===== src/hw/soc_pkg.sv =====
// Shared definitions for the interconnect
// Bus widths and payload types, L2 geometry, memory map,
// control register offsets and the decoder target enum

package soc_pkg;

  //////////////////////////////
  // Widths and types
  //////////////////////////////

  localparam int unsigned ADDR_W     = 32;
  localparam int unsigned DATA_W     = 64;
  localparam int unsigned STRB_W     = DATA_W / 8;
  localparam int unsigned APB_DATA_W = 32;

  typedef logic [ADDR_W-1:0]     addr_t;
  typedef logic [DATA_W-1:0]     data_t;
  typedef logic [STRB_W-1:0]     strb_t;
  typedef logic [APB_DATA_W-1:0] apb_data_t;

  // L2 geometry, one word per bus beat
  localparam int unsigned L2_NUM_WORDS = 1024;
  localparam int unsigned L2_IDX_W     = $clog2(L2_NUM_WORDS);
  localparam int unsigned BYTE_OFFS_W  = $clog2(STRB_W);

  //////////////////////////////
  // Memory map
  //////////////////////////////

  localparam addr_t DRAM_BASE   = 32'h8000_0000;
  localparam addr_t DRAM_LENGTH = 32'h2000;
  localparam addr_t UART_BASE   = 32'hC000_0000;
  localparam addr_t UART_LENGTH = 32'h1000;
  localparam addr_t CTRL_BASE   = 32'hD000_0000;
  localparam addr_t CTRL_LENGTH = 32'h1000;

  // Control register byte offsets
  localparam logic [7:0] CTRL_EXIT_OFFS      = 8'h00;
  localparam logic [7:0] CTRL_DRAM_BASE_OFFS = 8'h08;
  localparam logic [7:0] CTRL_DRAM_END_OFFS  = 8'h10;
  localparam logic [7:0] CTRL_HW_CNT_EN_OFFS = 8'h18;

  typedef enum logic [1:0] {
    TGT_L2,
    TGT_UART,
    TGT_CTRL,
    TGT_NONE
  } target_e;

endpackage


===== src/hw/soc_addr_decoder.sv =====
// Address decoder for the master bus
// Region compare, grant generation, granted-target tracking
// and response multiplexing

`timescale 1ns/10ps

module soc_addr_decoder import soc_pkg::*; (
  input  logic    clk_i,
  input  logic    rst_n_i,
  input  logic    req_i,
  input  addr_t   addr_i,
  output logic    l2_sel_o,
  output logic    uart_sel_o,
  output logic    ctrl_sel_o,
  input  logic    uart_done_i,
  input  data_t   l2_rdata_i,
  input  data_t   uart_rdata_i,
  input  data_t   ctrl_rdata_i,
  input  logic    uart_err_i,
  output logic    gnt_o,
  output logic    rvalid_o,
  output logic    err_o,
  output data_t   rdata_o
);

  target_e tgt_d;
  target_e tgt_q;
  logic    rvalid_q;

  // Region match by base and length
  always_comb begin
    if (addr_i >= DRAM_BASE && addr_i < DRAM_BASE + DRAM_LENGTH) begin
      tgt_d = TGT_L2;
    end else if (addr_i >= UART_BASE && addr_i < UART_BASE + UART_LENGTH) begin
      tgt_d = TGT_UART;
    end else if (addr_i >= CTRL_BASE && addr_i < CTRL_BASE + CTRL_LENGTH) begin
      tgt_d = TGT_CTRL;
    end else begin
      tgt_d = TGT_NONE;
    end
  end

  assign l2_sel_o   = req_i && (tgt_d == TGT_L2);
  assign uart_sel_o = req_i && (tgt_d == TGT_UART);
  assign ctrl_sel_o = req_i && (tgt_d == TGT_CTRL);

  // UART waits for the APB access to finish
  assign gnt_o = req_i && ((tgt_d != TGT_UART) || uart_done_i);

  always_ff @(posedge clk_i) begin
    if (!rst_n_i) begin
      rvalid_q <= 1'b0;
      tgt_q    <= TGT_NONE;
    end else begin
      rvalid_q <= gnt_o;
      if (gnt_o) begin
        tgt_q <= tgt_d;
      end
    end
  end

  assign rvalid_o = rvalid_q;

  always_comb begin
    case (tgt_q)
      TGT_L2:   rdata_o = l2_rdata_i;
      TGT_UART: rdata_o = uart_rdata_i;
      TGT_CTRL: rdata_o = ctrl_rdata_i;
      default:  rdata_o = '0;
    endcase
  end

  // Unmapped accesses always fail
  assign err_o = rvalid_q &&
                 ((tgt_q == TGT_NONE) || ((tgt_q == TGT_UART) && uart_err_i));

endmodule


===== config.mk =====
export PLATFORM = sky130hd
export DESIGN_NAME = soc_addr_decoder
export DESIGN_NICKNAME = d
export VERILOG_FILES = /design/src/hw/soc_pkg.sv /design/src/hw/soc_addr_decoder.sv
export SDC_FILE = /design/constraint.sdc
export NUM_CORES = 1
export LEC_CHECK = 0
export BUFFER_PORTS_ARGS = -buffer_cell sky130_fd_sc_hd__buf_2
export CORE_AREA = 2 2 116 118
export DETAILED_ROUTE_END_ITERATION = 12
export DIE_AREA = 0 0 118 120
export GPL_TIMING_DRIVEN = 0
export PLACE_DENSITY = 0.49
export SYNTH_ARGS = -nofsm -noshare
export SYNTH_HDL_FRONTEND = slang
export SYNTH_SLANG_ARGS = --single-unit

===== constraint.sdc =====
create_clock -name clk_i -period 3.53 [get_ports clk_i]
set_input_delay 1.059 -clock clk_i [delete_from_list [all_inputs] [get_ports clk_i]]
set_output_delay 1.059 -clock clk_i [all_outputs]
set_load 0.005 [all_outputs]

Yosys cells after proc, flatten, opt, wreduce, memory -nomap -nowiden
Index checks and enable logic that the tools add are counted.

Add/subtract/negate cells: 0. Eq/ne operators: 6. $lt $le $gt $ge: 6. Shift operators: 0. Bitwise gates (word level): 0. Mux-type cells: 4. Reduce and logical (&&, ||, !) cells: 13. Multiply operators: 0. Divide/modulo/power cells: 0.

Operators with widths (count): 64-bit case mux with 3 select lines (1); 32-bit greater-or-equal comparator, second input constant (3); 32-bit < comparator, second input constant (3); 1-bit logical AND (9); 2-bit == test, second input constant (3); 2-bit by 1-bit == test with 1-bit output, second input constant (2); 2-bit zero test (2); 2-bit two-way mux (2); 1-bit logical OR (2); 2-bit by 1-bit != test with 1-bit output, second input constant (1); 1-bit two-way mux (1).

Bits of input ports: 229. Output and inout bits: 70. Memories kept: 0. Latch bits: 0. Logic and storage cells: 31. Bits in writable memories: 0. Bits in read-only memories: 0. Register bits: 3.

Depth between registers and ports, before layout
Depth in word-level cells: 8. Gate-level depth with buffers: 6. Gate-level depth less buffers: 4.

Least setup slack after synthesis
Ideal clock, no wire load.

Path type: input-to-output. Start point: in addr_i[19]. End point: out uart_sel_o. Path slack: 0.487 ns. Path buffers: 0. Data arrival time: 1.984 ns. Cell stages on the path: 4. Required time: 2.471 ns. Cell sequence: nor4_2 nand4_2 nor4_4 and4b_1.

Longest elaborated chain between the ends: 7. Elaborated cells between the ends (all ways): 14.

RTL lines: start: declaration (line soc_addr_decoder.sv:11) `input addr_t addr_i,`; 32-bit greater-or-equal comparator or 32-bit < comparator (tied branches) (line soc_addr_decoder.sv:36) `end else if (addr_i >= CTRL_BASE && addr_i < CTRL_BASE + CTRL_LENGTH) begin`; 1-bit logical AND (line soc_addr_decoder.sv:36); 1-bit two-way mux (line soc_addr_decoder.sv:36); 2-bit two-way mux (line soc_addr_decoder.sv:34) `end else if (addr_i >= UART_BASE && addr_i < UART_BASE + UART_LENGTH) begin`; 2-bit two-way mux (*) (line soc_addr_decoder.sv:32) `if (addr_i >= DRAM_BASE && addr_i < DRAM_BASE + DRAM_LENGTH) begin`; 2-bit by 1-bit == test with 1-bit output (*) (line soc_addr_decoder.sv:44) `assign uart_sel_o = req_i && (tgt_d == TGT_UART);`; 1-bit logical AND (*) (line soc_addr_decoder.sv:44); end: declaration (line soc_addr_decoder.sv:13) `output logic uart_sel_o,`.

Mark *: on every way between the ends. The rest lies on a longest branch, timed or not.

Final worst setup path
Start point: in addr_i[13]. End point: out uart_sel_o.

Same word-level chain as after synthesis.

==> impl_metrics.ini <==
[outcome]
outcome = finished, final reports clean

[timing]
final_setup_violating_endpoints = 0
worst_clock_skew_ps = 0
timing_hold_violations_final = 0
worstMarginPinSlew_ps = 648
finalMaxSlewViolations = 0
finalHoldWorstSlack_ps = 898
final.setup.tns_ps = 0
period_share = 0.966
fmax_ghz = 0.293
setup_repair_after_global_routing_missed_its_margin = no
timing.final.crit_period_ps = 3410
slew_headroom = 0.562
post-route-worst-setup-slack_ps = 120

[placement]
dp_cells = 708
detailedPlacementHpwl_microns = 7770
placement.cell_area_sq_um = 3260
gp_congestion = 0.743
dp_slack_ps = 121
io_buffers = 286

[final_layout]
filler_cell_count = 1490
final_nets = 766
area_delta_synth_final_pct = 107
non_filler_instance_count_after_layout = 712
mostFrequentLayoutCell = sky130_fd_sc_hd__buf_2
insertedDiodeCount = 0
highest_count_cells_in_the_layout_ignoring_fill_and_taps = sky130_fd_sc_hd__buf_2 (296), sky130_fd_sc_hd__nand2_1 (65), sky130_fd_sc_hd__mux2i_1 (64), sky130_fd_sc_hd__o21ai_0 (64), sky130_fd_sc_hd__clkbuf_1 (8)
postLayoutCellArea_sq_um = 3340
post_route_cells_drive_above_1_share = 0.576

[drt]
dr_total_vias = 2853
drt_iter0_markers = 53
route.antenna.remaining_nets = 0
drc = 0
via_cell_ratio = 4.01
detail_route.wirelength_microns = 9140
route.detailed.wl_per_inst_microns = 12.8
drtPass1Iterations = 4

[critical_path]
worstSetupStartpoint = addr_i[13]
critical_path.cell_chain = buf_2 -> nor4b_4 -> nand4_2 -> nor4_4 -> and4b_1 -> buf_2
critPathBufInv = 2
timing.critical_path.from_type = input pin
r2r-start = tgt_q[1]$_SDFFE_PN1P_
setup.worst_path.class = in2out
timing.critical_path.mode_cell = sky130_fd_sc_hd__buf_2
worst-endpoint-arrival_ps = 2350
critical_path_peak_fanout = 7
path_depth = 6
r2r_slack_ps = 2120
crit_path_end = uart_sel_o
critical_path.max_stage_delay_ps = 320
timing.critical_path.max_delay_family = simple AND/OR/NAND/NOR gates
crit_end_category = output pin
r2r_end = tgt_q[1]$_SDFFE_PN1P_
ff2ff_path_depth = 4
crit_slowest_cell = sky130_fd_sc_hd__nor4_4
cp_data_required_time_ps = 2470

[clock_network]
cts.sink_count = 3
cts_resized = 0
worst_skew_pair.late_latency_ps = 220
root_driver = sky130_fd_sc_hd__clkbuf_16
clk_transition_reported_paths_ps = 30
cts_tree = yes
cts_max_level = 1
post-cts-setup-buffer-count = 0
cts-buffers-inserted = 3
clk_path_buf_depth = 2
holdBufCountCts = 0

[die]
chipHeight_microns = 120
pin_count = 299
core-area_sq_um = 13000
effective_utilization_at_floorplan = 0.124
design.die.area_sq_um = 14200
floorplan.rows = 42
chipWidth_microns = 118

[synthesis]
synth_cell_types = 28
mappedNetlistArea_sq_um = 1610
async_flop_share = 0
syn_avg_cell_area_sq_um = 6.56
mappedNetlistNets = 475
yosys_warnings = 0
syn_inst = 246
synth-seq-cells = 3
synth_enable_flop_cells = 0
yosysSeqAreaShare = 0.0372
ys_dominant_reg_cell = sky130_fd_sc_hd__dfxtp_1

[run]
max_cap_viol_count = 0

[global_route]
grt_first_pass_wirelength_microns = 13600
grt_max_degree = 11
grt_antenna_before_repair = 0
grt_overflow = 0
first_global_vias = 2680
global_route_total_usage_across_every_layer = 0.117

[min_path]
holdCritPathClass = reg2reg

[power_and_ir_drop]
powerDensity_nw_per_um2 = 125
power.ir.vdd_worst_uv = 131
leakage_nw = 2.24
## cells by family (layout without fill, tap and decap cells)
group	after synthesis	after routing	share of synthesized area
and+or+nand+nor	81	81	0.247
AOI/OAI and AO/OA	74	74	0.243
muxes	64	64	0.397
buffers and inverters	24	314	0.0753
DFF	3	3	0.0372
## how the worst min path moves through the flow
stage	cells after the start	from	slack, ps	endpoint
final	4	tgt_q[1]$_SDFFE_PN1P_	900	tgt_q[1]$_SDFFE_PN1P_
after global routing	4	tgt_q[1]$_SDFFE_PN1P_	950	tgt_q[1]$_SDFFE_PN1P_
after CTS	4	tgt_q[1]$_SDFFE_PN1P_	880	tgt_q[1]$_SDFFE_PN1P_
after detailed placement	4	tgt_q[1]$_SDFFE_PN1P_	860	tgt_q[1]$_SDFFE_PN1P_
after global placement	4	tgt_q[1]$_SDFFE_PN1P_	880	tgt_q[1]$_SDFFE_PN1P_
after floorplan	4	tgt_q[1]$_SDFFE_PN1P_	730	tgt_q[1]$_SDFFE_PN1P_
## worst min-delay path: cells and delay by family (launching register included)
kind	cells	cell delay, ps
buffers and inverters	1	210
DFF	1	290
AOI/OAI and AO/OA	2	190
and+or+nand+nor	1	160
## state kept, by name (all words and copies together) (netlist names)
signal,count
tgt_q,2
rvalid_o,1
## metal layers
layer  global-route usage  up-vias  share of wire
li1                     -     1465              -
met1                0.137     1218           0.41
met2                0.224      165           0.51
met3               0.0252        5          0.082
met4              0.00904        0         0.0034
met5                    0        -              0
## layout make-up
class,instances,area [sq um],share of cell area
multi-input cells,219,1430,0.428
plain buffers,22,114,0.0341
well taps,176,220,0.0659
clock buffers,4,78.8,0.0236
repair buffers,286,1430,0.428
flip-flops and latches,3,60.1,0.0180
inverters,2,7.51,0.00225
## synth_stat cells, types with 2 or more instances
cell / count / area, sq um
sky130_fd_sc_hd__clkbuf_1: 7 / 26.3
sky130_fd_sc_hd__buf_2: 10 / 50.1
sky130_fd_sc_hd__nand2_1: 65 / 244
sky130_fd_sc_hd__nor2_1: 2 / 7.51
sky130_fd_sc_hd__nor2b_1: 2 / 12.5
sky130_fd_sc_hd__inv_1: 2 / 7.51
sky130_fd_sc_hd__buf_4: 5 / 37.5
sky130_fd_sc_hd__a21oi_1: 4 / 20.0
sky130_fd_sc_hd__nor4_2: 2 / 25.0
sky130_fd_sc_hd__mux2i_1: 64 / 641
sky130_fd_sc_hd__o21ai_0: 64 / 320
sky130_fd_sc_hd__dfxtp_1: 3 / 60.1
## per-stage QoR
step / utilization / power (mW)
after global routing: 0.258 / 0.444
final: 0.258 / 0.418
after global placement: 0.251 / 0.237
after detailed placement: 0.251 / 0.238
after CTS: 0.258 / 0.420
after floorplan: - / 0.0858
## where the power goes
group / internal (mW) / switching [mW] / total (mW) / leakage, nW
Sequential: 0.0353 / 0.000972 / 0.0363 / 0.0246
Clock: 0.149 / 0.0326 / 0.182 / 0.0382
Combinational: 0.123 / 0.0772 / 0.200 / 2.18
Note: power is estimated with default switching activity, not from simulation.
