File: src/hw/soc_pkg.sv
// Shared definitions for the interconnect
// Bus widths and payload types, L2 geometry, memory map,
// control register offsets and the decoder target enum

package soc_pkg;

  //////////////////////////////
  // Widths and types
  //////////////////////////////

  localparam int unsigned ADDR_W     = 32;
  localparam int unsigned DATA_W     = 64;
  localparam int unsigned STRB_W     = DATA_W / 8;
  localparam int unsigned APB_DATA_W = 32;

  typedef logic [ADDR_W-1:0]     addr_t;
  typedef logic [DATA_W-1:0]     data_t;
  typedef logic [STRB_W-1:0]     strb_t;
  typedef logic [APB_DATA_W-1:0] apb_data_t;

  // L2 geometry, one word per bus beat
  localparam int unsigned L2_NUM_WORDS = 1024;
  localparam int unsigned L2_IDX_W     = $clog2(L2_NUM_WORDS);
  localparam int unsigned BYTE_OFFS_W  = $clog2(STRB_W);

  //////////////////////////////
  // Memory map
  //////////////////////////////

  localparam addr_t DRAM_BASE   = 32'h8000_0000;
  localparam addr_t DRAM_LENGTH = 32'h2000;
  localparam addr_t UART_BASE   = 32'hC000_0000;
  localparam addr_t UART_LENGTH = 32'h1000;
  localparam addr_t CTRL_BASE   = 32'hD000_0000;
  localparam addr_t CTRL_LENGTH = 32'h1000;

  // Control register byte offsets
  localparam logic [7:0] CTRL_EXIT_OFFS      = 8'h00;
  localparam logic [7:0] CTRL_DRAM_BASE_OFFS = 8'h08;
  localparam logic [7:0] CTRL_DRAM_END_OFFS  = 8'h10;
  localparam logic [7:0] CTRL_HW_CNT_EN_OFFS = 8'h18;

  typedef enum logic [1:0] {
    TGT_L2,
    TGT_UART,
    TGT_CTRL,
    TGT_NONE
  } target_e;

endpackage

File: src/hw/soc_ctrl_regs.sv
// Control register block
// Exit and counter-enable registers with byte enables,
// read-only DRAM base and end registers

`timescale 1ns/10ps

module soc_ctrl_regs import soc_pkg::*; (
  input  logic  clk_i,
  input  logic  rst_n_i,
  input  logic  sel_i,
  input  logic  we_i,
  input  addr_t addr_i,
  input  strb_t be_i,
  input  data_t wdata_i,
  output data_t rdata_o,
  output data_t exit_o,
  output data_t hw_cnt_en_o
);

  logic [7:0] offs;
  data_t      dram_base;
  data_t      dram_end;
  logic       exit_we;
  logic       cnt_en_we;

  assign offs      = addr_i[7:0];
  assign dram_base = DATA_W'(DRAM_BASE);
  assign dram_end  = DATA_W'(DRAM_BASE) + DATA_W'(DRAM_LENGTH);

  assign exit_we   = sel_i && we_i && (offs == CTRL_EXIT_OFFS);
  assign cnt_en_we = sel_i && we_i && (offs == CTRL_HW_CNT_EN_OFFS);

  //////////////////////////////
  // Writable registers
  //////////////////////////////

  always_ff @(posedge clk_i) begin
    if (!rst_n_i) begin
      exit_o      <= '0;
      hw_cnt_en_o <= '0;
    end else begin
      for (int b = 0; b < STRB_W; b++) begin
        if (be_i[b]) begin
          if (exit_we) begin
            exit_o[8*b +: 8] <= wdata_i[8*b +: 8];
          end
          if (cnt_en_we) begin
            hw_cnt_en_o[8*b +: 8] <= wdata_i[8*b +: 8];
          end
        end
      end
    end
  end

  //////////////////////////////
  // Read port
  //////////////////////////////

  always_ff @(posedge clk_i) begin
    if (sel_i) begin
      if (we_i) begin
        rdata_o <= '0;
      end else begin
        case (offs)
          CTRL_EXIT_OFFS:      rdata_o <= exit_o;
          CTRL_DRAM_BASE_OFFS: rdata_o <= dram_base;
          CTRL_DRAM_END_OFFS:  rdata_o <= dram_end;
          CTRL_HW_CNT_EN_OFFS: rdata_o <= hw_cnt_en_o;
          // undefined offsets read as zero
          default:             rdata_o <= '0;
        endcase
      end
    end
  end

endmodule

File: config.mk
export PLATFORM = sky130hd
export DESIGN_NAME = soc_ctrl_regs
export DESIGN_NICKNAME = d
export VERILOG_FILES = /design/src/hw/soc_pkg.sv /design/src/hw/soc_ctrl_regs.sv
export SDC_FILE = /design/constraint.sdc
export NUM_CORES = 1
export LEC_CHECK = 0
export BUFFER_PORTS_ARGS = -buffer_cell sky130_fd_sc_hd__buf_2
export CAP_MARGIN = 30
export CORE_MARGIN = 2
export CORE_UTILIZATION = 25
export DETAILED_ROUTE_END_ITERATION = 12
export GPL_TIMING_DRIVEN = 0
export HOLD_SLACK_MARGIN = 0.15
export PLACE_DENSITY = 0.48
export RECOVER_POWER = 25
export SETUP_SLACK_MARGIN = 0.05
export SYNTH_ARGS = -nofsm -noshare
export SYNTH_HDL_FRONTEND = slang
export SYNTH_SLANG_ARGS = --single-unit
File: constraint.sdc
create_clock -name clk_i -period 5 [get_ports clk_i]
set_input_delay 0.25 -clock clk_i [delete_from_list [all_inputs] [get_ports clk_i]]
set_output_delay 0.25 -clock clk_i [all_outputs]
set_load 0.05 [all_outputs]
== After elaboration in Yosys (flattened, before gate mapping) ==
Index checks and enable logic that the tools add are counted.
W data, S select, Z words.
Storage, ports and cells
  output and inout port bits: 192
  memory bits (writable): 0
  logic and storage cells: 41
  register bits: 192
  memories kept: 0
  bits in latches: 0
  ROM bits: 0
  bits of input ports: 108
Operators by class
  shift operators: 0
  reduce and logical (&&, ||, !) cells: 20
  add/sub/neg operators: 0
  bitwise operators: 0
  $mul: 0
  divide/modulo/power cells: 0
  magnitude comparators: 0
  equality and inequality tests: 3
  multiplexer cells: 1
Operators by type and width (count)
  $pmux W64 S4: 1
  $reduce_and A2 Y1: 16
  $eq A8 B5 Y1 const B: 2
  $eq A8 B4 Y1 const B: 1
  $logic_not A8 Y1: 1
  $logic_and A1 B1 Y1: 3

== Depth between registers and ports, before layout ==
Gate-level depths: netlist of run 1.
  word-level depth: 3
  gate-level depth with buffers: 5
  depth with buffers taken out: 3

== Worst setup path after synthesis of run 1 ==
OpenSTA, ideal clock, no wires.
  kind: input to register
  from: input addr_i[1]
  to: register rdata_o[10] (data pin)
  slack: 3.236 ns
  data arrival time: 1.624 ns
  setup time: 0.141 ns
  cell stages on the path: 5
  data required time: 4.859 ns
  path buffers: 2
  cells stage by stage: nor4_4 buf_6 nand2_2 buf_6 nor2_1
On the way
  cells in the longest elaborated chain, start to end: 2
  elaborated cells between the ends (all ways): 5
  classes of those cells: 3 x eq/ne; 1 x mux; 1 x reduce/logical
RTL lines
  start, declared: line soc_ctrl_regs.sv:12  | input addr_t addr_i,
  $eq A8 B5 Y1 (tied with other cells): line soc_ctrl_regs.sv:64  | case (offs)
  $pmux W64 S4 *: line soc_ctrl_regs.sv:64
  end signal, assigned: line soc_ctrl_regs.sv:65  | CTRL_EXIT_OFFS: rdata_o <= exit_o;
  end signal, assigned: line soc_ctrl_regs.sv:66  | CTRL_DRAM_BASE_OFFS: rdata_o <= dram_base;
  end signal, assigned: line soc_ctrl_regs.sv:67  | CTRL_DRAM_END_OFFS: rdata_o <= dram_end;
  end, declared: line soc_ctrl_regs.sv:15  | output data_t rdata_o,
Mark *: on every way between the ends. The rest lies on a longest branch, timed or not.
A chain may end at the register's enable or synchronous reset.

== Worst setup path after layout of run 1 ==
  from: input sel_i
  to: register hw_cnt_en_o[32]
On the way
  cells in the longest elaborated chain, start to end: 3
RTL lines
  start, declared: line soc_ctrl_regs.sv:10  | input logic sel_i,
  $logic_and A1 B1 Y1 (2 in a row): line soc_ctrl_regs.sv:31  | assign cnt_en_we = sel_i && we_i && (offs == CTRL_HW_CNT_EN_OFFS);
  $reduce_and A2 Y1 (no source line)
  end signal, assigned by index: line soc_ctrl_regs.sv:48  | hw_cnt_en_o[8*b +: 8] <= wdata_i[8*b +: 8];
  end, declared: line soc_ctrl_regs.sv:17  | output data_t hw_cnt_en_o
Every way passes these cells.

==> results.yml, run 1 <==
synth:
  yosysWarningCount: 0
  syn_nets: 819
  synth_area_sq_um: 7830
  ys_ff_latch: 192
  ys_seq_area_share_pct: 57.3
  synth_cell_types: 20
  synthTopCellsByArea: "dfxtp_1 (33%), edfxtp_1 (25%), mux2i_1 (16%)"
  synthCells: 711
  synth_area_per_cell_sq_um: 11.0
  yosysTopAreaCellShare_pct: 32.7
  synth_top_area_cell: "dfxtp_1"
detailed_routing:
  totalWireLength_um: 27700
  drt-vias-per-instance: 4.52
  vias: 6715
  drt_pass1_iterations: 4
  drt_iter0_markers: 290
  drc: 0
  antenna_left: 0
  wl_per_cell_um: 18.7
worst_setup_path:
  cp_cell_sequence: "clkbuf_1 -> and2_1 -> buf_2 -> buf_2 -> nand4_2 -> mux2i_1"
  cp-end-kind: "register"
  cpMaxStageDelayCell: "clkbuf_1"
  startpoint: "sel_i"
  timing.rr.start: "exit_o[31]"
  slowest_delay_ps: 1590
  crit_top_cell: "buf_2"
  required_ps: 5340
  crit_path_start_kind: "input pin"
  cp_max_fo: 32
  arrival_ps: 3770
  path_class: "input pin to register"
power_and_ir_drop:
  internal_power_w: 0.00237
  leakagePower_nw: 5.21
  seqPwrFrac_pct: 50.2
  vdd_drop_max_v: 0.000195
  swShare_pct: 27.1
  p_clk_share_pct: 41.0
  p_sw_w: 0.000881
  p_per_area_nw_per_um2: 298
  p_comb_share_pct: 8.8
cells_and_area:
  fin_area_sq_um: 10900
  flow.area_growth_from_synthesis_pct: 39.2
  multiInputGateArea_sq_um: 3110
  n_fill_cell: 3178
  register_area_sq_um: 4480
  instances_no_fill: 1484
  post-route-util_pct: 35.5
  nNetsFinal: 1180
  drive_gt1_share_pct: 26.5
sta:
  setup_viol: 0
  fmax_mhz: 292
  worst_slew_pin_slew_ps: 2280
  timing.final.crit_share_pct: 68.5
  hold_violations: 0
  hold_slack_ps: 245
  finalMaxSlewViolations: 32
  finClkSkew_ps: 12.0
  rsz0062_at_grt: "no"
  post-route-min-period_ps: 3430
  fin_tns_setup_ps: 0
  maxSlewHeadroom_pct: -52.3
place:
  place_congestion: 0.729
  dpl_cell_area_sq_um: 9750
  dpl.cell_count: 1385
  port_buffers: 274
  dp_hpwl_um: 19900
floorplan:
  io_pins: 300
  die_y_um: 181
  core_sq_um: 30700
  die_w_um: 181
  start_util_pct: 25.5
  num_rows: 64
  die-area_sq_um: 32700
clock_network:
  cts.sinks: 192
  clk_pin_slew_ps: 80
  htreeDepth: 4
  cts_setup_buffers: 0
  clk_latency_ps: 430
  cts-root-buf: "clkbuf_16"
  cts_made_buffers: 17
  clk_path_buf_depth: 2
  cts_resized: 0
  tritoncts: "done"
  hold_buffers: 64
global_route:
  grt_overflow: 0
  grt_pass1_wl_um: 42200
  grt_max_degree: 35
  grt_pass1_vias: 6911
  track_usage_pct: 16.8
  antenna_found_initial: 3
outcome:
  violations: "capacitance limit, slew limit"
  status: "complete, but fails checks"
min_path:
  hp-start: "be_i[6]"
  hp-class: "input pin to register"
flow_run:
  cap_viol_max_count: 1
## cell usage after synthesis
| library cell | instances |
|---|---|
| and2_1 | 2 |
| mux2i_1 | 128 |
| inv_1 | 2 |
| a22oi_1 | 62 |
| nand4_2 | 4 |
| nand4_4 | 12 |
| nor2_1 | 63 |
| buf_2 | 3 |
| nor3_1 | 2 |
| nand2_2 | 1 |
| a21oi_1 | 1 |
| nand2_1 | 193 |
| clkbuf_1 | 34 |
| a211oi_1 | 1 |
| edfxtp_1 | 64 |
| nor4bb_1 | 1 |
| o21ai_0 | 1 |
| nor4_4 | 2 |
| dfxtp_1 | 128 |
| buf_6 | 7 |
## power by group through the flow
stage	clock, W	combinational [W]	sequential [W]
final	0.00133	0.000287	0.00163
after detailed placement	0	0.000255	0.00167
after global placement	0	0.000251	0.00167
after floorplan	0	0.0000661	0.00173
after CTS	0.00137	0.000295	0.00163
after global routing	0.00143	0.000307	0.00163
## per-layer routing
metal	vias to the layer above	GRT usage, %	share of wire, %
li1	3227	-	-
met1	3237	22.0	46
met2	225	27.4	47
met3	22	4.92	6.3
met4	4	3.68	1.1
met5	-	0	0.097
## flip-flops by register name, summed over array words and instances, names as in the netlist
name,cells
exit_o,64
hw_cnt_en_o,64
rdata_o,64
## through the flow
stage	power, W	setup slack [ps]
3_5_place_dp	0.00192	2350
2_1_floorplan	0.00180	3240
3_3_place_gp	0.00192	1440
6_report	0.00325	1570
4_1_cts	0.00330	2810
5_1_grt	0.00337	1390
## worst paths after layout
kind	end	slack, ps	cells after the start
hold reg to reg	hw_cnt_en_o[47]	470	2
setup / recovery	hw_cnt_en_o[32]	1570	6
setup reg to reg	rdata_o[31]	4080	2
hold / removal	exit_o[51]	250	3
## layout by cell type, fill, tap and decap left out, drive strengths merged
| cell type | n |
|---|---|
| buf | 239 |
| nand2 | 194 |
| mux2i | 128 |
| dfxtp | 128 |
| clkbuf | 100 |
| dlygate4sd3 | 64 |
| edfxtp | 64 |
| nor2 | 63 |
| a22oi | 62 |
| nand4 | 16 |
| clkinv | 10 |
| inv | 7 |
| diode | 3 |
| and2 | 2 |
| nor4 | 2 |
| nor3 | 2 |
| nor4bb | 1 |
| a211oi | 1 |
| o21ai | 1 |
| a21oi | 1 |
## layout make-up
| type | instances | area share (%) |
|---|---|---|
| repair buffers | 342 | 18.4 |
| clock inverters | 15 | 1.21 |
| plain buffers | 44 | 2.03 |
| flip-flops and latches | 192 | 41.2 |
| clock buffers | 17 | 3.91 |
| multi-input cells | 473 | 28.6 |
| diodes | 3 | 0.0689 |
| well taps | 396 | 4.55 |
| inverters | 2 | 0.0689 |
## logic make-up after synthesis
logic type,after synthesis,share of synthesized area [%]
AND/OR/NAND/NOR,280,17.2
flip-flops,192,57.3
multiplexers,128,16.4
AO/OA/AOI/OAI,65,6.17
buffers and inverters,46,2.93
## worst max-delay path: cells and delay by family
kind,cells,cell delay (ps)
buffers and inverters,3,2410
muxes,1,280
and+or+nand+nor,2,770
(Power assumes the default switching activity.)
==> inputs of run 2 (changes only) <==
Settings changed: PLACE_DENSITY 0.48 to 0.5.
Clock period 5 ns to 2.9 ns, I/O delays scaled along.
==> results.yml, run 2 (same netlist as run 1, synthesis figures left out) <==
detailed_routing:
  drc: 0
  drt_iter0_markers: 371
  antenna_left: 0
  vias: 6797
  drt-vias-per-instance: 4.52
  wl_per_cell_um: 18.5
  drt_pass1_iterations: 5
  totalWireLength_um: 27900
sta:
  worst_slew_pin_slew_ps: 2170
  fmax_mhz: 422
  timing.final.crit_share_pct: 81.7
  maxSlewHeadroom_pct: -44.5
  rsz0062_at_grt: "no"
  post-route-min-period_ps: 2370
  hold_slack_ps: 165
  setup_viol: 0
  hold_violations: 0
  finClkSkew_ps: 14.7
  finalMaxSlewViolations: 35
worst_setup_path:
  required_ps: 3230
  cp-end-kind: "register"
  worstRegToRegCells: 3
  cp_max_fo: 32
  crit_path_start_kind: "input pin"
  path_class: "input pin to register"
  timing.rr.start: "exit_o[55]"
  arrival_ps: 2690
  startpoint: "sel_i"
clock_network:
  clk_path_buf_depth: 2
  cts_resized: 0
  clk_latency_ps: 430
  cts-root-buf: "clkbuf_16"
  cts_made_buffers: 17
  cts.sinks: 192
  tritoncts: "done"
  clk_pin_slew_ps: 80
  htreeDepth: 4
power_and_ir_drop:
  p_total_w: 0.00575
  leakagePower_nw: 5.34
  p_per_area_nw_per_um2: 517
  vdd_drop_max_v: 0.000412
cells_and_area:
  instances_no_fill: 1503
  fin_area_sq_um: 11100
  nNetsFinal: 1199
  mostFrequentLayoutCells: "buf_2 (228), nand2_1 (193), mux2i_1 (128), dfxtp_1 (128), dlygate4sd3_1 (84)"
  flow.area_growth_from_synthesis_pct: 41.9
  drive_gt1_share_pct: 26.2
  top_regs: "exit_o x64, hw_cnt_en_o x64, rdata_o x64"
  final_common_cell: "buf_2"
outcome:
  violations: "capacitance limit, slew limit"
  status: "complete, but fails checks"
floorplan:
  die-area_sq_um: 32700
  die_y_um: 181
  core_sq_um: 30700
  die_w_um: 181
  num_rows: 64
  io_pins: 300
  start_util_pct: 25.5
place:
  dp_hpwl_um: 19700
  place_congestion: 0.760
  port_buffers: 274
  dpl.cell_count: 1384
  dpl_cell_area_sq_um: 9740
min_path:
  hp-class: "input pin to register"
  hold_depth: 3
  hp-start: "be_i[3]"
global_route:
  grt_pass1_wl_um: 42200
  grt_pass1_vias: 6874
  grt_overflow: 0
  track_usage_pct: 16.8
  grt_max_degree: 35
  antenna_found_initial: 4
flow_run:
  cap_viol_max_count: 1
==> run 2: cell count changes in the layout (fill, tap and decap cells not counted) <==
cell | before | now
buf_12 | 1 | 0
buf_4 | 0 | 1
buf_6 | 9 | 8
bufinv_16 | 0 | 1
clkbuf_8 | 0 | 2
clkinv_1 | 3 | 0
clkinv_2 | 0 | 1
clkinv_4 | 6 | 4
clkinv_8 | 1 | 0
dlygate4sd3_1 | 64 | 84
inv_6 | 2 | 3
inv_8 | 3 | 4
==> run 2: path summary, 6_finish.rpt <==
path,slack [ps],to
setup / recovery,530,exit_o[37]
hold / removal,170,hw_cnt_en_o[27]
hold reg to reg,470,hw_cnt_en_o[45]
setup reg to reg,1690,exit_o[55]
==> run 2: repair_timing <==
item | in CTS | in global routing
buffers inserted | 0 | 0
hold endpoints to repair | 128 | 0
hold buffers | 84 | 0
endpoints found under the setup margin | 0 | 0
==> run 2: worst max-delay path: stages <==
cell and delay (ps):
buf_4 420, and2_1 200, buf_2 290, buf_2 510
nand4_4 350, mux2i_1 190, dlygate4sd3_1 560
==> run 2: cell type report <==
cell class | count | area, sq um
Clock inverter | 13 | 141
Buffer | 44 | 221
Timing Repair Buffer | 361 | 2180
Clock buffer | 19 | 453
Tap cell | 396 | 495
Inverter | 2 | 7.51
Sequential cell | 192 | 4480
Antenna cell | 3 | 7.51
Multi-Input combinational cell | 473 | 3110
Fill cell | 3193 | 19600
==> run 2: metal layers <==
metal  GRT usage (%)  vias to the layer above  part of all wire, %
li1                -                     3255                    -
met5               0                        -                0.047
met1            22.3                     3289                   46
met3            4.11                       23                  6.1
met2            27.4                      228                   47
met4            4.45                        2                  1.4
==> run 2: metrics by stage <==
step	util, %	setup slack [ps]	setup TNS [ps]
4_1_cts	36.4	518	0
3_5_place_dp	31.8	361	0
3_3_place_gp	31.6	-570	-29710
5_1_grt	36.2	366	0
2_1_floorplan	-	1240	0
6_report	36.2	531	0
==> run 2: report_power, final <==
part	internal, W	leakage (nW)	switching [W]
Sequential	0.00280	1.69	0.00000906
Combinational	0.000151	3.35	0.000350
Clock	0.00127	0.296	0.00116
