$ cat config.mk
export PLATFORM = sky130hd
export DESIGN_NAME = uart_apb_bridge
export DESIGN_NICKNAME = d
export VERILOG_FILES = /design/src/hw/soc_pkg.sv /design/src/hw/uart_apb_bridge.sv
export SDC_FILE = /design/constraint.sdc
export NUM_CORES = 1
export LEC_CHECK = 0
export ABC_AREA = 1
export BUFFER_PORTS_ARGS = -buffer_cell sky130_fd_sc_hd__buf_2
export CORE_UTILIZATION = 48
export DETAILED_ROUTE_END_ITERATION = 10
export HOLD_SLACK_MARGIN = 0.06
export PLACE_DENSITY_LB_ADDON = 0.15
export SKIP_CTS_REPAIR_TIMING = 1
export SLEW_MARGIN = 20
export SYNTH_ARGS = -nofsm -noshare
export SYNTH_HDL_FRONTEND = slang
export SYNTH_SLANG_ARGS = --single-unit
$ cat constraint.sdc
create_clock -name clk_i -period 10.5 [get_ports clk_i]
set_input_delay 2.1 -clock clk_i [delete_from_list [all_inputs] [get_ports clk_i]]
set_output_delay 2.1 -clock clk_i [all_outputs]
set_load 0.02 [all_outputs]
$ cat src/hw/soc_pkg.sv
// Shared definitions for the interconnect
// Bus widths and payload types, L2 geometry, memory map,
// control register offsets and the decoder target enum

package soc_pkg;

  //////////////////////////////
  // Widths and types
  //////////////////////////////

  localparam int unsigned ADDR_W     = 32;
  localparam int unsigned DATA_W     = 64;
  localparam int unsigned STRB_W     = DATA_W / 8;
  localparam int unsigned APB_DATA_W = 32;

  typedef logic [ADDR_W-1:0]     addr_t;
  typedef logic [DATA_W-1:0]     data_t;
  typedef logic [STRB_W-1:0]     strb_t;
  typedef logic [APB_DATA_W-1:0] apb_data_t;

  // L2 geometry, one word per bus beat
  localparam int unsigned L2_NUM_WORDS = 1024;
  localparam int unsigned L2_IDX_W     = $clog2(L2_NUM_WORDS);
  localparam int unsigned BYTE_OFFS_W  = $clog2(STRB_W);

  //////////////////////////////
  // Memory map
  //////////////////////////////

  localparam addr_t DRAM_BASE   = 32'h8000_0000;
  localparam addr_t DRAM_LENGTH = 32'h2000;
  localparam addr_t UART_BASE   = 32'hC000_0000;
  localparam addr_t UART_LENGTH = 32'h1000;
  localparam addr_t CTRL_BASE   = 32'hD000_0000;
  localparam addr_t CTRL_LENGTH = 32'h1000;

  // Control register byte offsets
  localparam logic [7:0] CTRL_EXIT_OFFS      = 8'h00;
  localparam logic [7:0] CTRL_DRAM_BASE_OFFS = 8'h08;
  localparam logic [7:0] CTRL_DRAM_END_OFFS  = 8'h10;
  localparam logic [7:0] CTRL_HW_CNT_EN_OFFS = 8'h18;

  typedef enum logic [1:0] {
    TGT_L2,
    TGT_UART,
    TGT_CTRL,
    TGT_NONE
  } target_e;

endpackage

$ cat src/hw/uart_apb_bridge.sv
// Bus to APB bridge for the UART
// Idle, setup and access FSM, 64-to-32-bit lane selection

`timescale 1ns/10ps

module uart_apb_bridge import soc_pkg::*; (
  input  logic      clk_i,
  input  logic      rst_n_i,
  input  logic      sel_i,
  input  logic      we_i,
  input  addr_t     addr_i,
  input  data_t     wdata_i,
  output logic      done_o,
  output data_t     rdata_o,
  output logic      err_o,
  output logic      uart_psel_o,
  output logic      uart_penable_o,
  output logic      uart_pwrite_o,
  output addr_t     uart_paddr_o,
  output apb_data_t uart_pwdata_o,
  input  apb_data_t uart_prdata_i,
  input  logic      uart_pready_i,
  input  logic      uart_pslverr_i
);

  typedef enum logic [1:0] {
    ST_IDLE,
    ST_SETUP,
    ST_ACCESS
  } state_e;

  state_e state_q;
  logic   lane_q;

  assign uart_psel_o    = (state_q != ST_IDLE);
  assign uart_penable_o = (state_q == ST_ACCESS);
  assign done_o         = (state_q == ST_ACCESS) && uart_pready_i;

  always_ff @(posedge clk_i) begin
    if (!rst_n_i) begin
      state_q <= ST_IDLE;
      err_o   <= 1'b0;
    end else begin
      case (state_q)
        ST_IDLE:   if (sel_i) state_q <= ST_SETUP;
        ST_SETUP:  state_q <= ST_ACCESS;
        ST_ACCESS: begin
          if (uart_pready_i) begin
            state_q <= ST_IDLE;
            err_o   <= uart_pslverr_i;
          end
        end
        default:   state_q <= ST_IDLE;
      endcase
    end
  end

  // Request fields, captured when leaving idle
  always_ff @(posedge clk_i) begin
    if (state_q == ST_IDLE && sel_i) begin
      lane_q        <= addr_i[2];
      uart_pwrite_o <= we_i;
      uart_paddr_o  <= addr_i - UART_BASE;
      // Address bit 2 picks the upper word
      uart_pwdata_o <= addr_i[2] ? wdata_i[DATA_W-1:APB_DATA_W] : wdata_i[APB_DATA_W-1:0];
    end
    if (done_o) begin
      if (uart_pwrite_o) begin
        rdata_o <= '0;
      end else if (lane_q) begin
        rdata_o <= {uart_prdata_i, {APB_DATA_W{1'b0}}};
      end else begin
        rdata_o <= {{APB_DATA_W{1'b0}}, uart_prdata_i};
      end
    end
  end

endmodule

# Yosys cells after proc, flatten, opt, wreduce, memory -nomap -nowiden
# Cells that the tools add are included.
dict set report word_totals {
  ff_bits 133
  latchBits 0
  mem_bits_rw 0
  mem_bits_ro 0
  inputBits 134
  out_inout_bits 133
  wordCells 26
  mem_count 0
}
dict set report op_classes {
  n_addsub 1
  mul 0
  div 0
  n_lt_le_gt_ge 0
  eq_ne 4
  shifts 0
  n_mux 4
  bitwise_logic 1
  reduce_logical 8
}
# op count
set ops {}
lappend ops {{2-to-1 mux 32 bit} 1}
lappend ops {{subtractor 32 bit (second input constant)} 1}
lappend ops {{one-hot mux 2 bit (3 select lines)} 1}
lappend ops {{2-to-1 mux 2 bit} 2}
lappend ops {{AND reduction 2 bit} 2}
lappend ops {{OR reduction 2 bit} 2}
lappend ops {{equality test 2 x 1 -> 1 bit (second input constant)} 1}
lappend ops {{equality test 2 bit (second input constant)} 1}
lappend ops {{logical AND 1 bit} 2}
lappend ops {{zero test 2 bit} 1}
lappend ops {{!= test 2 x 1 -> 1 bit (second input constant)} 1}
lappend ops {{!= test 2 bit (second input constant)} 1}
lappend ops {{nonzero test 2 bit} 1}
lappend ops {{inverter 1 bit} 1}

# Logic depth before layout (Yosys ltp)
# Gate-level depths: netlist of run 1.
dict set report logic_depth {
  ltp_word 3
  ltp_mapped 5
  mapped_depth_nobuf 5
}

# Worst setup path before layout of run 1
# No wires, ideal clock.
dict set report synth_timing {
  kind {in2out}
  start {in uart_pready_i}
  end {out done_o}
  arrival_time_ns 3.579
  t_required_ns 8.400
  setup_slack_ns 4.821
  cell_stages 2
  n_path_buf 0
  cell_sequence {nand3_1 -> inv_1}
}
dict set report synth_between {
  elab_chain_cells 1
}
# element line
set synth_lines {}
lappend synth_lines {{start: declaration} uart_apb_bridge.sv:22} ;# input logic uart_pready_i,
lappend synth_lines {{logical AND 1 bit} uart_apb_bridge.sv:37} ;# assign done_o = (state_q == ST_ACCESS) && uart_pready_i;
lappend synth_lines {{end: declaration} uart_apb_bridge.sv:13} ;# output logic done_o,
# Every way passes these cells.

# Worst setup path in the final report of run 1
# Same ends and word-level chain as after synthesis.

==> reports/results.txt, run 1 <==
Period utilisation layout: 51.6%
Status: finished, final reports clean
Worst slew margin: 35.1%
Most frequent CP cell: buf_2
Logic pwr share: 10.4%
Flops & latches, synth: 132
Number of failing hold endpoints at the final stage: 0
Arrival @ worst endpoint: 3.32 ns
Worst Skew: 0.00659 ns
Cell type of the slowest stage on the worst timing path: buf_4
Total gr overflow: 0
Post-synth EDFFs: 129
Setup Crit Path Kind: in2out
Nets@finish: 705
Synthesized instance count: 295
Clock power frac: 42.4%
LEAKAGE: 0.00321 uW
VDD IR max: 0.000109 V
Aggregate routed wire length: 10700 um
Clk Latency, worst-skew pair: 0.51 ns
Most frequent cell after synthesis: edfxtp_1
Hold/Removal Path Class: reg2reg
Worst path max stage delay: 0.61 ns
CP startpoint kind: input pin
Tot GR Track Use: 20.6%
Routed vias/inst: 4.57
CP Capture Type: output pin
Async SR Flop Fraction: 0%
Clock transition at path regs: 0.05 ns
Top cells by count, synth: edfxtp_1 (129), nor2_1 (61), inv_1 (39), mux2_4 (30), nor2_2 (9)
Crit path cell chain: buf_2 > nand3_1 > inv_2 > buf_4 > buf_2
Fin. max-slew vios: 0
Max cap viols: 0
Ys flop type: edfxtp_1
Layout cells sized above 1: 58.2%
Worst-Margin Slew: 0.974 ns
Critical-path maximum fanout: 65
Sequential fraction of the synthesis area: 78.5%
Mapped Area: 5010 um^2
Die ar.: 10800 um^2
Clk buf depth: 2
Maximum clock rate: 0.184 GHz
Final antenna-violating net count: 0
Final worst path period need: 5.42 ns
Vias in the first global route: 3331
Sequential power share: 47.1%
DPL Wire Length: 7850 um
FP Rows: 36
Sw frac: 22.1%
Yosys warnings: 0
Initial Utilization: 50.3%
Share of the synthesized area in the top cell type: 77.3%
Routability cong.: 0.775
Syn Nets: 429
Pwr dens: 188 nW/um^2
Initial antenna violation count: 1
Die X: 104 um
Sw Pwr: 291 uW
First-pass DRT Iterations: 4
Worst EP required: 8.40 ns
Synth area leader: edfxtp_1
Per-cell routed wire length: 14.9 um
Area of the core: 9950 um^2
Root buf cell: clkbuf_8
Final setup viols: 0
Clk sinks: 132
RSZ-0062 raised after global routing: false
Starting DRT DRC Count: 148
Area delta synth->final: 39.5%
CP Buf/Inv Count: 4
Io pins: 267
Synth top area cells: edfxtp_1 (77%), mux2_4 (9.0%), nor2_1 (4.6%)
TNS Setup: 0 ns
Die Height: 104 um
Placed cell area: 6420 um^2
ANT cells: 0
First-pass GRT wire length: 16400 um
Port Buffers: 266
Vias: 3276
Cell Int Power: 1020 uW
CP delay by family, top: buffers and inverters
Post-Syn Area per Cell: 17.0 um^2
CTS tree: done
Final Instance Area: 6990 um^2
Pin count of the biggest net entering global routing: 66
H-Tree Depth: 4
Residual DRC count: 0
Fillers: 741
CTS buffer count: 17
Distinct cells, synth: 16
## through the flow
stage	utilization, %	std cells	hold WS, ns	power (uW)	setup slack [ns]
4_1_cts	70.2	717	0.526	1330	5.08
5_1_grt	70.2	717	0.566	1360	4.96
3_3_place_gp	64.5	685	0.503	764	5.11
3_5_place_dp	64.5	685	0.511	768	5.08
6_report	70.2	717	0.528	1310	5.08
2_1_floorplan	-	295	0.499	714	4.82
## worst paths after layout
check	start	to	slack, ns	cells after the start
min	err_o	err_o	0.53	4
max reg2reg	state_q[1]	uart_paddr_o[29]	8.80	4
min reg2reg	err_o	err_o	0.53	4
max	uart_pready_i	done_o	5.08	5
## cells by family after synthesis
| kind of cell | after synthesis | synth area share, % |
|---|---|---|
| buffers and inverters | 51 | 5.17 |
| multiplexers | 32 | 9.44 |
| AND/OR/NAND/NOR | 79 | 6.67 |
| XOR/XNOR | 1 | 0.175 |
| flip-flops | 132 | 78.5 |
## layer usage
layer	up-vias	part of all wire (%)	track usage, %
met3	24	9.5	9.59
met2	185	53	36.0
met1	1502	35	20.8
li1	1563	-	-
met4	2	2.7	9.39
met5	-	0.12	0
## registers in the layout, summed over array words and instances, names as in the netlist
| register | flops |
|---|---|
| uart_pwdata_o | 32 |
| state_q | 2 |
| rdata_o | 64 |
| err_o | 1 |
| uart_paddr_o | 32 |
| uart_pwrite_o | 1 |
## tightest hold or removal path, cell delays in order, from the launching register on
cell and delay (ns):
dfxtp_1 0.31, inv_1 0.05, nand2_1 0.05, nand2_1 0.05
nor2_1 0.03
## cell usage in the layout (no fill, tap or decap)
| master | synthesis | routed |
|---|---|---|
| nor3b_1 | 1 | 1 |
| clkbuf_8 | 0 | 1 |
| nor2_2 | 9 | 9 |
| clkinv_1 | 0 | 4 |
| edfxtp_1 | 129 | 129 |
| nor2_4 | 1 | 2 |
| mux2_2 | 2 | 2 |
| or2_1 | 1 | 1 |
| nand2_2 | 0 | 1 |
| nand2_1 | 5 | 4 |
| clkbuf_16 | 0 | 16 |
| bufinv_16 | 0 | 3 |
| dfxtp_1 | 3 | 3 |
| buf_4 | 1 | 3 |
| clkinv_2 | 0 | 4 |
| inv_2 | 0 | 1 |
| clkbuf_1 | 0 | 2 |
| nand3_1 | 1 | 1 |
| clkinvlp_4 | 0 | 2 |
| xor2_1 | 1 | 1 |
| mux2_4 | 30 | 30 |
| nor2_1 | 61 | 60 |
| buf_2 | 3 | 266 |
| inv_1 | 39 | 38 |
## layout make-up
class	instances	area, um^2	area share [%]
clock inverters	13	140	2.01
multi-input cells	112	826	11.8
flip-flops and latches	132	3930	56.3
repair buffers	269	1350	19.4
well taps	133	166	2.38
inverters	39	146	2.09
clock buffers	19	422	6.03
## power by group through the flow
stage | combinational (uW) | clock, uW | sequential (uW)
after floorplan | 48.1 | 0 | 665
after global placement | 135 | 0 | 629
after detailed placement | 138 | 0 | 630
after CTS | 139 | 568 | 619
after global routing | 147 | 593 | 621
final | 137 | 557 | 619
Power figures use the tool's default switching activity.
==> inputs of run 2 (changes only) <==
--- a/config.mk
+++ b/config.mk
@@ -5,9 +5,9 @@
 export SDC_FILE = /design/constraint.sdc
 export NUM_CORES = 1
 export LEC_CHECK = 0
-export ABC_AREA = 1
+export ABC_AREA = 0
 export BUFFER_PORTS_ARGS = -buffer_cell sky130_fd_sc_hd__buf_2
-export CORE_UTILIZATION = 48
+export CORE_UTILIZATION = 40
 export DETAILED_ROUTE_END_ITERATION = 10
 export HOLD_SLACK_MARGIN = 0.06
 export PLACE_DENSITY_LB_ADDON = 0.15
==> constraint.sdc (replaced) <==
create_clock -name clk_i -period 4.8 [get_ports clk_i]
set_input_delay 0.96 -clock clk_i [delete_from_list [all_inputs] [get_ports clk_i]]
set_output_delay 0.96 -clock clk_i [all_outputs]
set_load 0.02 [all_outputs]
==> run 2 against run 1 <==
Net effect: via count decreased by 3.3%; wire length increased by 1.7%; area after synthesis up 0.27%; hold slack worse by 0.047 ns; first-iteration DRC count up 11%; combinational power grew 100%; non-clock buffer count did not move; global-route usage decreased by 3.6 points; cell area grew 0.79%; die area up 20%; utilization shrank 12 points; sequential share of layout area is 0.44 points lower; highest routed layer is now met4.
==> reports/results.txt, run 2 <==
Die X: 114 um (+9.5%)
Residual DRC count: 0 (unchanged)
Vias: 3168 (-3.3%)
Die ar.: 13000 um^2 (+20%)
Met2 wire length: 5570 um (-0.87%)
Final core occ: 58.2% (-12 points)
Clock transition at path regs: 0.05 ns (about the same)
Clk buf depth: 2 (unchanged)
Commonest non-fill, non-tap cells in the layout: buf_2 (266), edfxtp_1 (129), and2_1 (65)
Final setup viols: 0 (unchanged)
CTS buffer count: 17 (unchanged)
VDD IR max: 0.000243 V (+120%)
CTS tree: done
Fin. max-slew vios: 0 (unchanged)
Synthesized instance count: 254 (-14%)
Worst Setup SP: uart_pready_i
Total gr overflow: 0 (unchanged)
Syn Nets: 388 (-9.6%)
Hold/Removal Path Class: reg2reg
Worst slew margin: 32.5% (-2.6 points)
R2r worst-path depth: 2 (-2)
Initial Utilization: 41.5% (-8.8 points)
ANT cells: 0 (unchanged)
Initial antenna violation count: 0 (-1)
Top cells by count, synth: edfxtp_1 (129), and2_1 (65), mux2_4 (30), clkbuf_2 (6)
Per-cell routed wire length: 15.3 um (+2.4%)
Largest registers: rdata_o: 64 flops, uart_paddr_o: 32 flops, uart_pwdata_o: 32 flops
Nets@finish: 665 (-5.7%)
Arrival @ worst endpoint: 1.46 ns (-1.86 ns)
LEAKAGE: 0.00303 uW (-5.7%)
Final antenna-violating net count: 0 (unchanged)
Worst R2R Start: state_q[1]
Most flops, register: rdata_o
TNS Setup: 0 ns (unchanged)
Worst Setup EP: done_o
First-pass DRT Iterations: 5 (+1)
RSZ-0062 raised after global routing: false
CP Capture Type: output pin
Starting DRT DRC Count: 165 (+11%)
Worst R2R End: rdata_o[61]
Layout cells sized above 1: 61.0% (+2.8 points)
DR top layer: met4
Max cap viols: 0 (unchanged)
Pin count of the biggest net entering global routing: 66 (unchanged)
Clk Latency, worst-skew pair: 0.41 ns (-0.10 ns)
Post-Syn Area per Cell: 19.8 um^2 (+16%)
Maximum clock rate: 0.412 GHz
Root buf cell: clkbuf_16
Most frequent cell after synthesis: edfxtp_1
Io pins: 267 (unchanged)
Number of failing hold endpoints at the final stage: 0 (unchanged)
Synth area leader: edfxtp_1
Clk sinks: 132 (unchanged)
CP startpoint kind: input pin
Area of the core: 12100 um^2 (+22%)
Flops & latches, synth: 132 (unchanged)
FP Rows: 40 (+11%)
Most common cell after layout, fill and taps aside: buf_2
Sequential fraction of the synthesis area: 78.3% (-0.22 points)
Tot GR Track Use: 17.0% (-3.6 points)
Worst Skew: 0.00390 ns (-0.00270 ns)
Status: finished, final reports clean
Final worst path period need: 2.42 ns
H-Tree Depth: 4 (unchanged)
Async SR Flop Fraction: 0% (unchanged)
Port Buffers: 266 (unchanged)
First-pass GRT wire length: 15800 um (-3.3%)
Routability cong.: 0.728 (-6.1%)
Die Height: 114 um (+9.5%)
Period utilisation layout: 50.5%
Vias in the first global route: 3043 (-8.6%)
Fillers: 983 (+33%)
Aggregate routed wire length: 10900 um (+1.7%)
Flop-to-flop setup slack: 3.06 ns (-5.74 ns)
Synth top area cells: edfxtp_1 (77%), mux2_4 (9.0%), and2_1 (8.1%)
Mapped Area: 5020 um^2 (+0.27%)
Share of the synthesized area in the top cell type: 77.1% (-0.21 points)
Worst EP required: 3.84 ns (-4.56 ns)
Post-synth EDFFs: 129 (unchanged)
M1 WL: 3910 um (+4.0%)
Distinct cells, synth: 20 (+4)
DPL Wire Length: 7850 um (about the same)
Routed vias/inst: 4.45 (-2.6%)
Critical-path maximum fanout: 2 (-97%)
Pwr dens: 400 nW/um^2 (+110%)
Yosys warnings: 0 (unchanged)
Worst-Margin Slew: 1.01 ns (+0.0388 ns)
Ys flop type: edfxtp_1
Routed met3 length: 1170 um (+15%)
Area delta synth->final: 40.2%
Setup Crit Path Kind: in2out
Largest register FFs: 64 (unchanged)
[run 2: cell count changes after synthesis, moves of 6 or more]
cell,previous run,this run
nor2_2,9,1
inv_1,39,1
and2_1,0,65
buf_6,8,1
clkbuf_2,0,6
nor2_1,61,0
[run 2: layout make-up]
cell class	count	area [um^2]	share of cell area, %
Timing Repair Buffer	269	1350	19.2
Inverter	1	3.75	0.0533
Clock buffer	18	429	6.09
Multi-Input combinational cell	110	993	14.1
Sequential cell	132	3930	55.9
Clock inverter	14	119	1.69
Tap cell	168	210	2.98
[run 2: worst max-delay path: stages]
cell,delay (ns)
buf_2,0.11
and3b_2,0.22
buf_2,0.18
[run 2: where the power goes]
group | leakage (uW) | internal, uW | switching (uW)
Sequential | 0.00122 | 1330 | 14.4
Clock | 0.000267 | 748 | 451
Combinational | 0.00154 | 120 | 154
[run 2: per-stage QoR]
step | total power (uW) | std cells | setup WS, ns | hold WS [ns] | area, um^2
6_report | 2820 | 712 | 2.38 | 0.481 | 7040
5_1_grt | 2920 | 712 | 2.34 | 0.502 | 7040
4_1_cts | 2850 | 712 | 2.36 | 0.488 | 7040
3_5_place_dp | 1650 | 680 | 2.36 | 0.480 | 6490
3_3_place_gp | 1640 | 680 | 2.36 | 0.443 | 6490
2_1_floorplan | 1530 | 254 | 0.839 | 0.531 | 5030
[run 2: kinds of logic (layout without fill, tap and decap cells)]
group	Yosys count	count (layout)	synth area share, %
AOI/OAI and AO/OA	1	1	0.150
buffers and inverters	12	302	2.24
muxes	33	33	9.62
xor gates and xnor gates	1	1	0.174
and+or+nand+nor	75	75	9.49
DFF	132	132	78.3
[run 2: per-layer routing]
layer / global-route usage [%] / vias up
li1: - / 1488
met3: 7.78 / 15
met5: 0 / -
met1: 18.2 / 1476
met4: 9.09 / 0
met2: 28.1 / 189
[run 2: how the worst min path moves through the flow]
stage           from    end  slack, ns  depth (start not counted)
6_report       err_o  err_o       0.48                          2
5_1_grt        err_o  err_o       0.50                          2
4_1_cts        err_o  err_o       0.49                          2
3_5_place_dp   err_o  err_o       0.48                          2
3_3_place_gp   err_o  err_o       0.44                          2
2_1_floorplan  err_o  err_o       0.53                          2
